<file path="src/hw/dlx_cfg.svh">
`ifndef DLX_CFG_SVH
`define DLX_CFG_SVH

// Datapath and PC width
`define DLX_XLEN 32

`define DLX_RESET_PC 32'h0000_0000 // Held in the ID/EX bundle after reset

`define DLX_LINK_REG 5'd31 // jal return address register

`endif

</file>
<file path="src/hw/dlx_ctrl_pkg.sv">
`default_nettype none

`include "dlx_cfg.svh"

package dlx_ctrl_pkg;

   typedef enum logic [3:0] {
      alu_and  = 4'b0000,
      alu_or   = 4'b0001,
      alu_addu = 4'b0010,
      alu_add  = 4'b0011,
      alu_sub  = 4'b0100,
      alu_slt  = 4'b0101,
      alu_xor  = 4'b0110,
      alu_subu = 4'b0111,
      alu_sgt  = 4'b1000,
      alu_lhi  = 4'b1001, // Immediate shifted up by 16
      alu_pass = 4'b1111
   } alu_op_e;

   typedef struct packed {
      alu_op_e    alu_op;
      logic       alu_src_reg; // 0 selects the immediate
      logic       ext_sign;
      logic       reg_wr;
      logic [4:0] reg_dst;
      logic       mem_wr;
      logic       mem_to_reg;
      logic       mem_byte;
      logic       mem_unsigned;
      logic       link; // Write back pc_plus_four
      logic       illegal;
   } ctrl_word_t;

   typedef struct packed {
      ctrl_word_t           ctrl;
      logic                 redirect;
      logic [`DLX_XLEN-1:0] redirect_pc;
      logic [`DLX_XLEN-1:0] pc_plus_four;
      logic [15:0]          imm;
   } id_ex_t;

   localparam id_ex_t id_ex_reset = '{
      ctrl:         '0,
      redirect:     1'b0,
      redirect_pc:  `DLX_RESET_PC,
      pc_plus_four: `DLX_RESET_PC,
      imm:          '0
   };

endpackage

`default_nettype wire

</file>
<file path="src/hw/dlx_isa_pkg.sv">
`default_nettype none

`include "dlx_cfg.svh"

package dlx_isa_pkg;

   typedef struct packed {
      logic [5:0]  opcode;
      logic [4:0]  rs1;
      logic [4:0]  rs2; // Destination for I-type
      logic [4:0]  rd;
      logic [10:0] func;
   } instr_t;

   typedef struct packed {
      instr_t               instr;
      logic [`DLX_XLEN-1:0] pc_plus_four;
      logic [`DLX_XLEN-1:0] rs1_value;
   } if_id_t;

   localparam logic [5:0] op_special = 6'h00;
   localparam logic [5:0] op_j       = 6'h02;
   localparam logic [5:0] op_jal     = 6'h03;
   localparam logic [5:0] op_beqz    = 6'h04;
   localparam logic [5:0] op_bnez    = 6'h05;
   localparam logic [5:0] op_addi    = 6'h08;
   localparam logic [5:0] op_addui   = 6'h09;
   localparam logic [5:0] op_subi    = 6'h0a;
   localparam logic [5:0] op_subui   = 6'h0b;
   localparam logic [5:0] op_lhi     = 6'h0f;
   localparam logic [5:0] op_jr      = 6'h12;
   localparam logic [5:0] op_lb      = 6'h20;
   localparam logic [5:0] op_lw      = 6'h23;
   localparam logic [5:0] op_lbu     = 6'h24;
   localparam logic [5:0] op_sb      = 6'h28;
   localparam logic [5:0] op_sw      = 6'h2b;

   localparam logic [10:0] func_add  = 11'h020;
   localparam logic [10:0] func_addu = 11'h021;
   localparam logic [10:0] func_sub  = 11'h022;
   localparam logic [10:0] func_subu = 11'h023;
   localparam logic [10:0] func_and  = 11'h024;
   localparam logic [10:0] func_or   = 11'h025;
   localparam logic [10:0] func_xor  = 11'h026;
   localparam logic [10:0] func_slt  = 11'h02a;
   localparam logic [10:0] func_sgt  = 11'h02b;

   typedef enum logic [3:0] {
      cls_alu_r,
      cls_alu_i,
      cls_lhi,
      cls_load,
      cls_store,
      cls_branch,
      cls_jump, // j and jal
      cls_jr,
      cls_illegal
   } instr_class_e;

   function automatic instr_class_e classify(instr_t i);
      instr_class_e c;
      c = cls_illegal;
      case (i.opcode)
         op_special: begin
            case (i.func)
               func_add, func_addu, func_sub, func_subu, func_and,
               func_or, func_xor, func_slt, func_sgt: c = cls_alu_r;
               default: c = cls_illegal;
            endcase
         end
         op_addi, op_addui, op_subi, op_subui: c = cls_alu_i;
         op_lhi: c = cls_lhi;
         op_lb, op_lw, op_lbu: c = cls_load;
         op_sb, op_sw: c = cls_store;
         op_beqz, op_bnez: c = cls_branch;
         op_j, op_jal: c = cls_jump;
         op_jr: c = cls_jr;
         default: c = cls_illegal;
      endcase
      return c;
   endfunction

endpackage

`default_nettype wire

</file>
<file path="src/hw/control.sv">
`timescale 1ns/1ps
`default_nettype none

`include "dlx_cfg.svh"

module control (
   input  logic                 clk,
   input  logic                 rst,
   input  logic                 valid,
   input  dlx_isa_pkg::instr_t  instr,
   input  logic [`DLX_XLEN-1:0] pc_plus_four,
   input  logic                 take,
   input  logic [`DLX_XLEN-1:0] target,
   output dlx_ctrl_pkg::id_ex_t bundle
);
   import dlx_isa_pkg::*;
   import dlx_ctrl_pkg::*;

   instr_class_e cls;
   ctrl_word_t   dec;
   logic         kill; // Previous valid instruction was a load
   logic         squash;

   assign cls    = classify(instr);
   assign squash = kill | dec.illegal;

   always_comb begin
      dec        = '0;
      dec.alu_op = alu_pass;
      case (cls)
         cls_alu_r: begin
            dec.alu_src_reg = 1'b1;
            dec.reg_wr      = 1'b1;
            dec.reg_dst     = instr.rd;
            case (instr.func)
               func_add:  dec.alu_op = alu_add;
               func_addu: dec.alu_op = alu_addu;
               func_sub:  dec.alu_op = alu_sub;
               func_subu: dec.alu_op = alu_subu;
               func_and:  dec.alu_op = alu_and;
               func_or:   dec.alu_op = alu_or;
               func_xor:  dec.alu_op = alu_xor;
               func_slt:  dec.alu_op = alu_slt;
               func_sgt:  dec.alu_op = alu_sgt;
               default:   dec.alu_op = alu_pass;
            endcase
         end
         cls_alu_i: begin
            dec.reg_wr  = 1'b1;
            dec.reg_dst = instr.rs2;
            case (instr.opcode)
               op_addi: begin
                  dec.alu_op   = alu_add;
                  dec.ext_sign = 1'b1;
               end
               op_subi: begin
                  dec.alu_op   = alu_sub;
                  dec.ext_sign = 1'b1;
               end
               op_addui: dec.alu_op = alu_addu;
               default:  dec.alu_op = alu_subu; // subui
            endcase
         end
         cls_lhi: begin
            dec.alu_op  = alu_lhi;
            dec.reg_wr  = 1'b1;
            dec.reg_dst = instr.rs2;
         end
         cls_load: begin
            dec.alu_op       = alu_add; // Address = rs1 + imm
            dec.ext_sign     = 1'b1;
            dec.reg_wr       = 1'b1;
            dec.reg_dst      = instr.rs2;
            dec.mem_to_reg   = 1'b1;
            dec.mem_byte     = (instr.opcode != op_lw);
            dec.mem_unsigned = (instr.opcode == op_lbu);
         end
         cls_store: begin
            dec.alu_op   = alu_add;
            dec.ext_sign = 1'b1;
            dec.reg_dst  = instr.rs2;
            dec.mem_wr   = 1'b1;
            dec.mem_byte = (instr.opcode == op_sb);
         end
         cls_branch: begin
            dec.ext_sign = 1'b1;
            dec.reg_dst  = instr.rs2;
         end
         cls_jump: begin
            if (instr.opcode == op_jal) begin
               dec.reg_wr  = 1'b1;
               dec.reg_dst = `DLX_LINK_REG;
               dec.link    = 1'b1;
            end
         end
         cls_jr: dec.reg_dst = instr.rs2;
         default: dec.illegal = 1'b1;
      endcase
   end

   // Killed loads leave the load-use flag clear
   always_ff @(posedge clk) begin
      if (rst) begin
         kill <= 1'b0;
      end else if (valid) begin
         kill <= (cls == cls_load) & ~kill;
      end
   end

   always_comb begin
      bundle                 = '0;
      bundle.ctrl            = dec;
      bundle.ctrl.reg_wr     = dec.reg_wr & ~squash;
      bundle.ctrl.mem_wr     = dec.mem_wr & ~squash;
      bundle.ctrl.mem_to_reg = dec.mem_to_reg & ~squash;
      bundle.redirect        = take & ~squash;
      bundle.redirect_pc     = target;
      bundle.pc_plus_four    = pc_plus_four;
      bundle.imm             = instr[15:0];
   end

endmodule

`default_nettype wire

</file>
<file path="src/hw/decode_stage.sv">
`timescale 1ns/1ps
`default_nettype none

`include "dlx_cfg.svh"

module decode_stage (
   input  logic                 clk,
   input  logic                 rst,
   input  logic                 in_valid,
   input  dlx_isa_pkg::if_id_t  in_bundle,
   output logic                 ex_valid,
   output dlx_ctrl_pkg::id_ex_t ex_bundle
);
   import dlx_isa_pkg::*;
   import dlx_ctrl_pkg::*;

   logic                 id_valid;
   if_id_t               id_data;
   logic                 take;
   logic [`DLX_XLEN-1:0] target;
   id_ex_t               id_bundle;

   pipe_reg #(
      .payload_t (if_id_t)
   ) if_id0 (
      .clk       (clk),
      .rst       (rst),
      .in_valid  (in_valid),
      .in_data   (in_bundle),
      .out_valid (id_valid),
      .out_data  (id_data)
   );

   control control0 (
      .clk          (clk),
      .rst          (rst),
      .valid        (id_valid),
      .instr        (id_data.instr),
      .pc_plus_four (id_data.pc_plus_four),
      .take         (take),
      .target       (target),
      .bundle       (id_bundle)
   );

   jump_branch jump_branch0 (
      .instr        (id_data.instr),
      .pc_plus_four (id_data.pc_plus_four),
      .rs1_value    (id_data.rs1_value),
      .take         (take),
      .target       (target)
   );

   // Reset value carries the reset PC
   pipe_reg #(
      .payload_t (id_ex_t),
      .rst_value (id_ex_reset)
   ) id_ex0 (
      .clk       (clk),
      .rst       (rst),
      .in_valid  (id_valid),
      .in_data   (id_bundle),
      .out_valid (ex_valid),
      .out_data  (ex_bundle)
   );

endmodule

`default_nettype wire

</file>
<file path="src/hw/jump_branch.sv">
`timescale 1ns/1ps
`default_nettype none

`include "dlx_cfg.svh"

module jump_branch (
   input  dlx_isa_pkg::instr_t  instr,
   input  logic [`DLX_XLEN-1:0] pc_plus_four,
   input  logic [`DLX_XLEN-1:0] rs1_value,
   output logic                 take,
   output logic [`DLX_XLEN-1:0] target
);
   import dlx_isa_pkg::*;

   logic [`DLX_XLEN-1:0] imm_ext;
   logic [`DLX_XLEN-1:0] off_ext;
   logic                 rs1_zero;

   assign imm_ext  = {{(`DLX_XLEN-16){instr[15]}}, instr[15:0]};
   assign off_ext  = {{(`DLX_XLEN-26){instr[25]}}, instr[25:0]};
   assign rs1_zero = (rs1_value == '0);

   always_comb begin
      take   = 1'b0;
      target = pc_plus_four; // Fall through
      case (instr.opcode)
         op_beqz: begin
            take   = rs1_zero;
            target = pc_plus_four + imm_ext;
         end
         op_bnez: begin
            take   = ~rs1_zero;
            target = pc_plus_four + imm_ext;
         end
         op_j, op_jal: begin
            take   = 1'b1;
            target = pc_plus_four + off_ext;
         end
         op_jr: begin
            take   = 1'b1;
            target = rs1_value;
         end
         default: begin
            take   = 1'b0;
            target = pc_plus_four;
         end
      endcase
   end

endmodule

`default_nettype wire

</file>
<file path="src/hw/pipe_reg.sv">
`timescale 1ns/1ps
`default_nettype none

module pipe_reg #(
   parameter type      payload_t = logic,
   parameter payload_t rst_value = '0
) (
   input  logic     clk,
   input  logic     rst,
   input  logic     in_valid,
   input  payload_t in_data,
   output logic     out_valid,
   output payload_t out_data
);

   always_ff @(posedge clk) begin
      if (rst) begin
         out_valid <= 1'b0;
         out_data  <= rst_value;
      end else begin
         out_valid <= in_valid; // Bubble when in_valid is low
         if (in_valid) begin
            out_data <= in_data;
         end
      end
   end

endmodule

`default_nettype wire

</file>
<file path="config.mk">
export PLATFORM = sky130hd
export DESIGN_NAME = decode_stage
export DESIGN_NICKNAME = d
export VERILOG_FILES = /design/src/hw/dlx_ctrl_pkg.sv /design/src/hw/dlx_isa_pkg.sv /design/src/hw/control.sv /design/src/hw/decode_stage.sv /design/src/hw/jump_branch.sv /design/src/hw/pipe_reg.sv
export VERILOG_INCLUDE_DIRS = /design/src /design/src/hw
export SDC_FILE = /design/constraint.sdc
export NUM_CORES = 1
export LEC_CHECK = 0
export BUFFER_PORTS_ARGS = -buffer_cell sky130_fd_sc_hd__buf_2
export CAP_MARGIN = 15
export CORE_MARGIN = 2
export CORE_UTILIZATION = 40
export CTS_CLUSTER_SIZE = 30
export DETAILED_ROUTE_END_ITERATION = 10
export PLACE_DENSITY = 0.71
export SYNTH_ARGS = -nofsm -noshare
export SYNTH_HDL_FRONTEND = slang
export SYNTH_SLANG_ARGS = --single-unit
</file>
<file path="constraint.sdc">
create_clock -name clk -period 4.12 [get_ports clk]
set_input_delay 0.618 -clock clk [delete_from_list [all_inputs] [get_ports clk]]
set_output_delay 0.618 -clock clk [all_outputs]
set_load 0.03 [all_outputs]
</file>
Yosys cells after proc, flatten, opt, wreduce, memory -nomap -nowiden
Cells that the tools add are included.
Storage, ports and cells
  flip-flop bits (word level): 198
  latch bits: 0
  bits in writable memories: 0
  ROM bits: 0
  input bits: 99
  output and inout port bits: 100
  word-level logic and storage cells: 104
  memories kept: 0
Cells by class
  add/subtract/negate cells: 2
  multipliers: 0
  divide/modulo/power cells: 0
  magnitude comparators: 0
  eq/ne operators: 32
  shifts and indexed selects: 0
  mux-type cells: 20
  bitwise gates (word level): 9
  reductions and logical operators: 16
Operators with widths (count)
  == test 11 x 6 -> 1 bit, second input constant: 9
  one-hot mux 32 bit (3 select lines): 1
  adder 32 bit: 2
  one-hot mux 4 bit (9 select lines): 1
  logical NOT 32 bit: 1
  one-hot mux 4 bit (8 select lines): 1
  == test 6 x 4 -> 1 bit, second input constant: 5
  == test 6 bit, second input constant: 5
  == test 4 x 3 -> 1 bit, second input constant: 4
  one-hot mux 4 bit (4 select lines): 1
  one-hot mux 5 bit (3 select lines): 1
  == test 6 x 2 -> 1 bit, second input constant: 2
  == test 6 x 3 -> 1 bit, second input constant: 2
  OR reduction 2 bit: 5
  one-hot mux 3 bit (3 select lines): 1
  OR reduction 3 bit: 3
  OR reduction 9 bit: 1
  == test 4 x 2 -> 1 bit, second input constant: 2
  two-way mux 1 bit: 8
  OR reduction 4 bit: 2
  OR reduction 8 bit: 1
  == test 6 x 5 -> 1 bit, second input constant: 1
  logical NOT 6 bit: 1
  two-way mux 6 bit: 1
  10 further kinds: 18

Longest topological paths before layout
Gate-level depths: netlist of the first run.
  word-level depth: 10
  mapped depth: 16

Modules after synthesis
From an unflattened synthesis of the first run, not the netlist that was laid out.
Unflattened totals
  cell total of the unflattened synthesis: 1190
  area, all modules: 10815.4 um^2
Modules (own cells, without submodules)
  pipe_reg at id_ex0: instances 1, cells each 321, area an instance 3584.7 um^2, seq. area each 2001.9 um^2
  pipe_reg at if_id0: instances 1, cells each 312, area an instance 3429.5 um^2, seq. area each 1941.9 um^2
  jump_branch: instances 1, cells each 342, area an instance 2339.7 um^2, seq. area each 0.0 um^2
  control: instances 1, cells each 215, area an instance 1461.4 um^2, seq. area each 20.0 um^2

Worst setup path before layout of the first run
Ideal clock, no wire load.
  kind: register to register
  start: register if_id0.out_data[93] (netlist name)
  end: register id_ex0.out_data[74] (netlist name)
  arrival: 3257 ps
  required time: 3990 ps
  path slack: 733 ps
  cell stages (with the launch flop): 16
  path buffers: 2
  period minus slack after synthesis: 3387 ps
  cell sequence: dfxtp_1 > clkbuf_1 > nor3_1 > clkbuf_1 > nand3_1 > nand2_1 > ha_1 > a21o_1 > a31o_2 > o21ai_0 > a21oi_1 > nor3_1 > o41ai_2 > xor2_1 > a222oi_1 > a211oi_1
Between the ends
  word-level cells in the longest chain between the ends: 3
  elaborated cells on any way between the ends: 8
Ends and longest elaborated chain
  start, declared: RTL line pipe_reg.sv:13  | output payload_t out_data
  start signal, assigned: RTL line pipe_reg.sv:19  | out_data <= rst_value;
  start signal, assigned: RTL line pipe_reg.sv:23  | out_data <= in_data;
  == test 6 x 2 -> 1 bit / == test 6 x 3 -> 1 bit (equally long branches): RTL line jump_branch.sv:26  | case (instr.opcode)
  OR reduction 2 bit, on equally long branches
  one-hot mux 32 bit (3 select lines) *: RTL line jump_branch.sv:26
  end signal, assigned: RTL line pipe_reg.sv:19
  end signal, assigned: RTL line pipe_reg.sv:23
  end, declared: RTL line pipe_reg.sv:13
Mark *: on every way between the ends. The rest lies on a longest branch, timed or not.
A chain may end at the register's enable or synchronous reset.

Worst setup path in the final report of the first run
  start: register if_id0.out_data[91] (netlist name)
  end: register id_ex0.out_data[78] (netlist name)
The elaborated chain is that of the path after synthesis.

==> impl_metrics.tcl, run 1 <==
set metrics [dict create \
    r2r-end "id_ex0.out_data[78]" \
    cp_slowest_stage_delay_ns 0.50 \
    clk_latency_ns 0.44 \
    ir_worst_vdd_uv 236 \
    end_kind "flip-flop" \
    firstDrtPassIters 5 \
    register_area_sq_um 3970 \
    via_per_inst 5.37 \
    syn_nets 1216 \
    routed-wl-met3_um 1890 \
    async_flop_share_pct 0 \
    top_layer "met4" \
    p_per_area_nw_per_um2 393 \
    power_frac_comb_pct 16.7 \
    endpoint "id_ex0.out_data[78]" \
    syn_to_final_growth_pct 17.9 \
    initial_core_util_pct 40.9 \
    grt_max_degree 122 \
    n_fill_cell 2317 \
    reg2reg_setup_slack_ns 0.56 \
    die_x_um 159 \
    drt_iter0_drc 566 \
    dr_total_vias 8459 \
    critPathTopFamily "compound AO/OA/AOI/OAI gates" \
    yosys_register_bits 198 \
    multiInputGateArea_sq_um 5280 \
    switching_share_pct 29.6 \
    ant_nets 0 \
    wl_per_cell_um 17.9 \
    critPathSlowestCell "dfxtp_1" \
    grt_first_pass_wirelength_um 44600 \
    drv_slew 0 \
    synthCells 1084 \
    tns_ns 0 \
    cp_max_fo 10 \
    cts_buffer_depth 2 \
    final_nets 1373 \
    hold_buffers 0 \
    route.met2.wl_um 12900 \
    synth.distinct_cells 63 \
    die_y_um 159 \
    post-synth-top-count-cell "nor2_1" \
    cts_tree "yes" \
    avgSynthCellArea_sq_um 8.91 \
    slew_headroom_pct 34.2 \
    drive_gt1_share_pct 20.2 \
    cp_num_buf_inv 1 \
    period_share_pct 86.4 \
    yosysSeqAreaShare_pct 41.1 \
    startpoint "if_id0.out_data[91]" \
    cts_buffers 17 \
    ff2ff_path_depth 15 \
    wl_met1_um 13100 \
    syn_area_sq_um 9660 \
    yosysWarnings 0 \
    status "finished, final reports clean" \
    ctsResizeCount 0 \
    crit_path_cell_trace "inv_1 > nor2_1 > nand2_1 > nand2_1 > nand2_1 > ha_1 > a21o_1 > a31o_2 > o21ai_0 > a21oi_1 > nor3_1 > o41ai_2 > a31oi_1 > mux2i_1 > nand2_1" \
    finalPower_w 0.00447 \
    io_pins 199 \
    path_class "reg -> reg" \
    cpMostUsedCell "nand2_1" \
    p_sw_w 0.00132 \
    drv_cap 0 \
    clk_pin_slew_ns 0.08 \
    pwr-share-clk_pct 35.9 \
    antenna_found_initial 1 \
    core_region_area_sq_um 23600 \
    dp.cells 1541 \
    r2r-start "if_id0.out_data[91]" \
    grt_pass1_vias 8102 \
    rsz0062_at_grt "false" \
    gp_congestion 0.884 \
    p_seq_share_pct 47.4 \
    p_int_w 0.00315 \
    netlist.area_leader.share_pct 41.1 \
    cp_num_cells 15 \
    fin_worst_skew_ns 0.0179 \
    leakage_nw 5.24 \
    dpl.hpwl_um 20500 \
    synth_commonest_cells "nor2_1 (227), dfxtp_1 (198), mux2i_1 (150), nand2_1 (66), a21oi_1 (48)" \
    root_buffer "clkbuf_16" \
    hold_violations 0 \
    core.rowCount 56 \
    synth-main-ff-cell "dfxtp_1" \
    yosys-top-cells-area "dfxtp_1 (41%), mux2i_1 (16%), nor2_1 (8.8%), ha_1 (4.1%), nand2_1 (2.6%)" \
    overflow 0 \
    routed_wl_um 28200 \
    drc 0 \
    clock_sinks 198 \
    fin_crit_ns 3.56 \
    htreeDepth 4 \
    worstMarginPinSlew_ns 0.986 \
    worstHoldPathType "in -> reg" \
    grtUsageTotal_pct 21.9 \
    yosysTopAreaCell "dfxtp_1" \
    required_ns 4.44 \
    fin_cells 1574 \
    portBuffers 198 \
    postCtsSetupRepairBufs 0 \
    worstPathArrival_ns 3.88 \
    setup_viol 0 \
    fmax_mhz 281 \
    dieArea_sq_um 25400 \
    worstSetupStartpointType "flip-flop" \
    synth_edf_count 0 \
]
tightest hold or removal path: stages:
cell and delay (ns):
buf_2 0.07, mux2i_1 0.05, nor2_1 0.07
state kept, by name, indices dropped and copies added (netlist names):
| name | flops |
|---|---|
| if_id0.out_valid | 1 |
| id_ex0.out_valid | 1 |
| control0.kill | 1 |
| if_id0.out_data | 96 |
| id_ex0.out_data | 99 |
how the worst min path moves through the flow:
| stage | to | slack (ns) | cells past startpoint | startpoint |
|---|---|---|---|---|
| after global placement | id_ex0.out_data[88] | 0.45 | 2 | id_ex0.out_data[88] |
| after floorplan | control0.kill | 0.45 | 2 | control0.kill |
| after global routing | if_id0.out_data[4] | 0.39 | 3 | in_bundle[4] |
| after CTS | if_id0.out_data[20] | 0.40 | 3 | in_bundle[20] |
| after detailed placement | id_ex0.out_data[93] | 0.45 | 2 | id_ex0.out_data[93] |
| final | if_id0.out_data[21] | 0.41 | 3 | in_bundle[21] |
logic make-up (layout without fill, tap and decap cells):
family / Yosys count / after routing / synth area share [%]
AO/OA/AOI/OAI: 203 / 203 / 15.1
XOR/XNOR: 27 / 27 / 2.45
adder cells (fa/ha/maj): 33 / 33 / 4.35
buffers and inverters: 87 / 257 / 4.32
flip-flops: 198 / 198 / 41.1
multiplexers: 150 / 150 / 15.6
other: 0 / 1 / 0
AND/OR/NAND/NOR: 386 / 386 / 17.1
metal layers:
layer,global-route usage [%],vias to the layer above
li1,-,4185
met1,29.7,3969
met2,35.0,281
met3,5.29,24
met4,5.54,0
met5,0,-
cell usage in the layout, fill, tap and decap left out, drive strengths merged, types with 11 or more instances in the layout:
master  synthesis  layout
buf            22     210
a21oi          48      48
a21o           15      15
dfxtp         198     198
nand2          66      66
ha             32      32
o21ai          29      29
a211oi         18      18
clkbuf         50      24
nor4           12      12
a221oi         18      18
nand2b         11      11
xnor2          20      20
inv            15      17
nor3           20      20
nand3          17      17
mux2i         150     150
nor2          227     227
cell type report:
| class | instances | area share [%] |
|---|---|---|
| Clock buffer | 24 | 4.32 |
| Antenna cell | 1 | 0.0220 |
| Timing Repair Buffer | 210 | 9.90 |
| Clock inverter | 8 | 0.571 |
| Tap cell | 319 | 3.51 |
| Multi-Input combinational cell | 799 | 46.3 |
| Inverter | 15 | 0.494 |
| Sequential cell | 198 | 34.8 |
per-stage QoR:
step	area (sq um)	utilization [%]	hold slack (ns)	setup WS [ns]
3_5_place_dp	10800	45.9	0.453	0.608
6_report	11400	48.2	0.411	0.560
2_1_floorplan	9660	-	0.452	0.733
3_3_place_gp	10800	45.9	0.447	0.711
5_1_grt	11400	48.2	0.394	0.252
4_1_cts	11400	48.2	0.399	0.609
power by group through the flow:
stage	Sequential, W	Combinational, W	Clock, W
2_1_floorplan	0.00219	0.000476	0
3_3_place_gp	0.00216	0.000739	0
3_5_place_dp	0.00216	0.000743	0
4_1_cts	0.00212	0.000747	0.00164
5_1_grt	0.00213	0.000820	0.00173
6_report	0.00212	0.000748	0.00161
Note: power is estimated with default switching activity, not from simulation.
==> run 2: changes to the inputs <==
--- a/config.mk
+++ b/config.mk
@@ -9,10 +9,10 @@
 export BUFFER_PORTS_ARGS = -buffer_cell sky130_fd_sc_hd__buf_2
 export CAP_MARGIN = 15
 export CORE_MARGIN = 2
-export CORE_UTILIZATION = 40
+export CORE_UTILIZATION = 50
 export CTS_CLUSTER_SIZE = 30
 export DETAILED_ROUTE_END_ITERATION = 10
-export PLACE_DENSITY = 0.71
+export PLACE_DENSITY = 0.84
 export SYNTH_ARGS = -nofsm -noshare
 export SYNTH_HDL_FRONTEND = slang
 export SYNTH_SLANG_ARGS = --single-unit
==> run 2 against run 1 <==
Clock power rose by 9%. Die area fell by 20%. Sequential cell count did not move. Sequential power barely moved. Clock skew fell by 0.0046 ns. Combinational power barely moved. Final cell count fell by 3.7%. Hold slack improved by 0.0030 ns. Register-to-register slack barely moved. Non-clock buffer count rose by 1. First-iteration DRC count rose by 21%.
==> impl_metrics.tcl, run 2 (same netlist as run 1, synthesis figures left out) <==
set metrics [dict create \
    overflow 0 \
    firstDrtPassIters 8 \
    crit_path_cell_trace "inv_1 > nor2_1 > nand2_1 > nand2_1 > nand2_1 > ha_1 > a21o_1 > a31o_2 > o21ai_0 > a21oi_1 > nor3_1 > o41ai_2 > a31oi_1 > mux2i_1 > nand2_1" \
    initial_core_util_pct 51.3 \
    hold_buffers 0 \
    tns_ns 0 \
    leakage_nw 5.27 \
    core_region_area_sq_um 18800 \
    stdcell_area_sq_um 11400 \
    pre_cts_slack_ns 0.606 \
    largest_register_ffs 99 \
    worstPathArrival_ns 3.86 \
    die_y_um 143 \
    htreeDepth 4 \
    path_class "reg -> reg" \
    whs_ns 0.414 \
    critPathSlowestCell "dfxtp_1" \
    fmax_mhz 282 \
    portBuffers 198 \
    grt_pass1_vias 7952 \
    worstHoldPathType "in -> reg" \
    top_register "id_ex0.out_data" \
    core.rowCount 50 \
    cts_tree "yes" \
    drv_slew 0 \
    r2r-start "if_id0.out_data[91]" \
    r2r-end "id_ex0.out_data[78]" \
    drt_iter0_drc 686 \
    routed_wl_um 27600 \
    hold_start "in_bundle[64]" \
    clock_sinks 198 \
    syn_to_final_growth_pct 17.7 \
    worstSetupStartpointType "flip-flop" \
    rsz0062_at_grt "false" \
    cp_slowest_stage_delay_ns 0.50 \
    worstMarginPinSlew_ns 1.00 \
    grtUsageTotal_pct 26.5 \
    postCtsSetupRepairBufs 0 \
    antenna_found_initial 0 \
    fin_crit_ns 3.55 \
    root_buffer "clkbuf_16" \
    clk_pin_slew_ns 0.08 \
    cpMostUsedCell "nand2_1" \
    status "finished, final reports clean" \
    reg2reg_setup_slack_ns 0.57 \
    final_nets 1374 \
    wl_per_cell_um 18.2 \
    ant_nets 0 \
    dpl.hpwl_um 19600 \
    dieArea_sq_um 20400 \
    io_pins 199 \
    diodes 0 \
    grt_first_pass_wirelength_um 42800 \
    cts_buffer_depth 2 \
    dr_total_vias 8688 \
    drc 0 \
    drv_cap 0 \
    die_x_um 143 \
    setup_viol 0 \
    drive_gt1_share_pct 20.3 \
    cts_buffers 17 \
    p_per_area_nw_per_um2 407 \
    period_share_pct 86.1 \
    clk_latency_ns 0.44 \
    dp.cells 1483 \
    holdPathStages 3 \
    placed_area_sq_um 10700 \
    ctsResizeCount 0 \
    ir_worst_vdd_uv 282 \
    fin_cells 1515 \
    end_kind "flip-flop" \
    ff2ff_path_depth 15 \
    gp_congestion 0.937 \
    fin_worst_skew_ns 0.0133 \
    hold_violations 0 \
    layout_commonest_cell "nor2_1" \
    mostFrequentLayoutCells "nor2_1 (226), dfxtp_1 (197), buf_2 (196)" \
    min_to "if_id0.out_data[64]" \
    required_ns 4.43 \
    setup_slack_ns 0.573 \
    grt_max_degree 134 \
    cp_max_fo 10 \
    via_per_inst 5.73 \
    slew_headroom_pct 33.3 \
    top_regs "id_ex0.out_data (99), if_id0.out_data (96)" \
]
## run 2: cell types whose count changed in the layout (fill, tap and decap cells not counted), moves of 2 or more
cell and delta:
buf_4 +2, bufinv_16 +3, clkbuf_8 -3, clkinv_4 -2, inv_6 +2
## run 2: how the worst max path moves through the flow
| stage | cells after the start | end | slack [ns] | startpoint |
|---|---|---|---|---|
| floorplan | 15 | id_ex0.out_data[74] | 0.73 | if_id0.out_data[93] |
| CTS | 15 | id_ex0.out_data[78] | 0.59 | if_id0.out_data[91] |
| finish | 15 | id_ex0.out_data[78] | 0.57 | if_id0.out_data[91] |
| global route | 15 | id_ex0.out_data[78] | 0.28 | if_id0.out_data[94] |
| global placement | 15 | id_ex0.out_data[78] | 0.77 | if_id0.out_data[91] |
| detailed placement | 15 | id_ex0.out_data[78] | 0.61 | if_id0.out_data[91] |
## run 2: area by class of cell
cell class | count | area [sq um]
clock inverters | 12 | 166
fillers | 1657 | 7470
inverters | 15 | 56.3
repair buffers | 211 | 1120
clock buffers | 20 | 447
multi-input cells | 799 | 5280
flip-flops and latches | 198 | 3970
well taps | 260 | 325
## run 2: power by group
group | switching [W] | leakage (nW) | internal, W
logic | 0.000457 | 3.35 | 0.000290
registers | 0.000112 | 1.62 | 0.00201
clock network | 0.000772 | 0.298 | 0.000987
total | 0.00134 | 5.27 | 0.00329
## run 2: through the flow
stage | power, W | utilization [%]
2_1_floorplan | 0.00267 | -
3_3_place_gp | 0.00288 | 57.1
3_5_place_dp | 0.00290 | 57.1
4_1_cts | 0.00464 | 60.3
5_1_grt | 0.00479 | 60.3
6_report | 0.00463 | 60.3
## run 2: layer usage
metal | GRT usage, % | share of wire (%)
met1 | 36.7 | 45
met2 | 42.6 | 46
met3 | 5.50 | 7.9
met4 | 5.89 | 1.3
met5 | 0 | 0
## run 2: critical path, delay by kind of cell (launching register included)
kind                     cells  cell delay, ns
multiplexers                 1            0.26
flip-flops                   1            0.50
buffers and inverters        1            0.17
adder cells (fa/ha/maj)      1            0.37
AO/OA/AOI/OAI                6            1.24
AND/OR/NAND/NOR              6            0.91
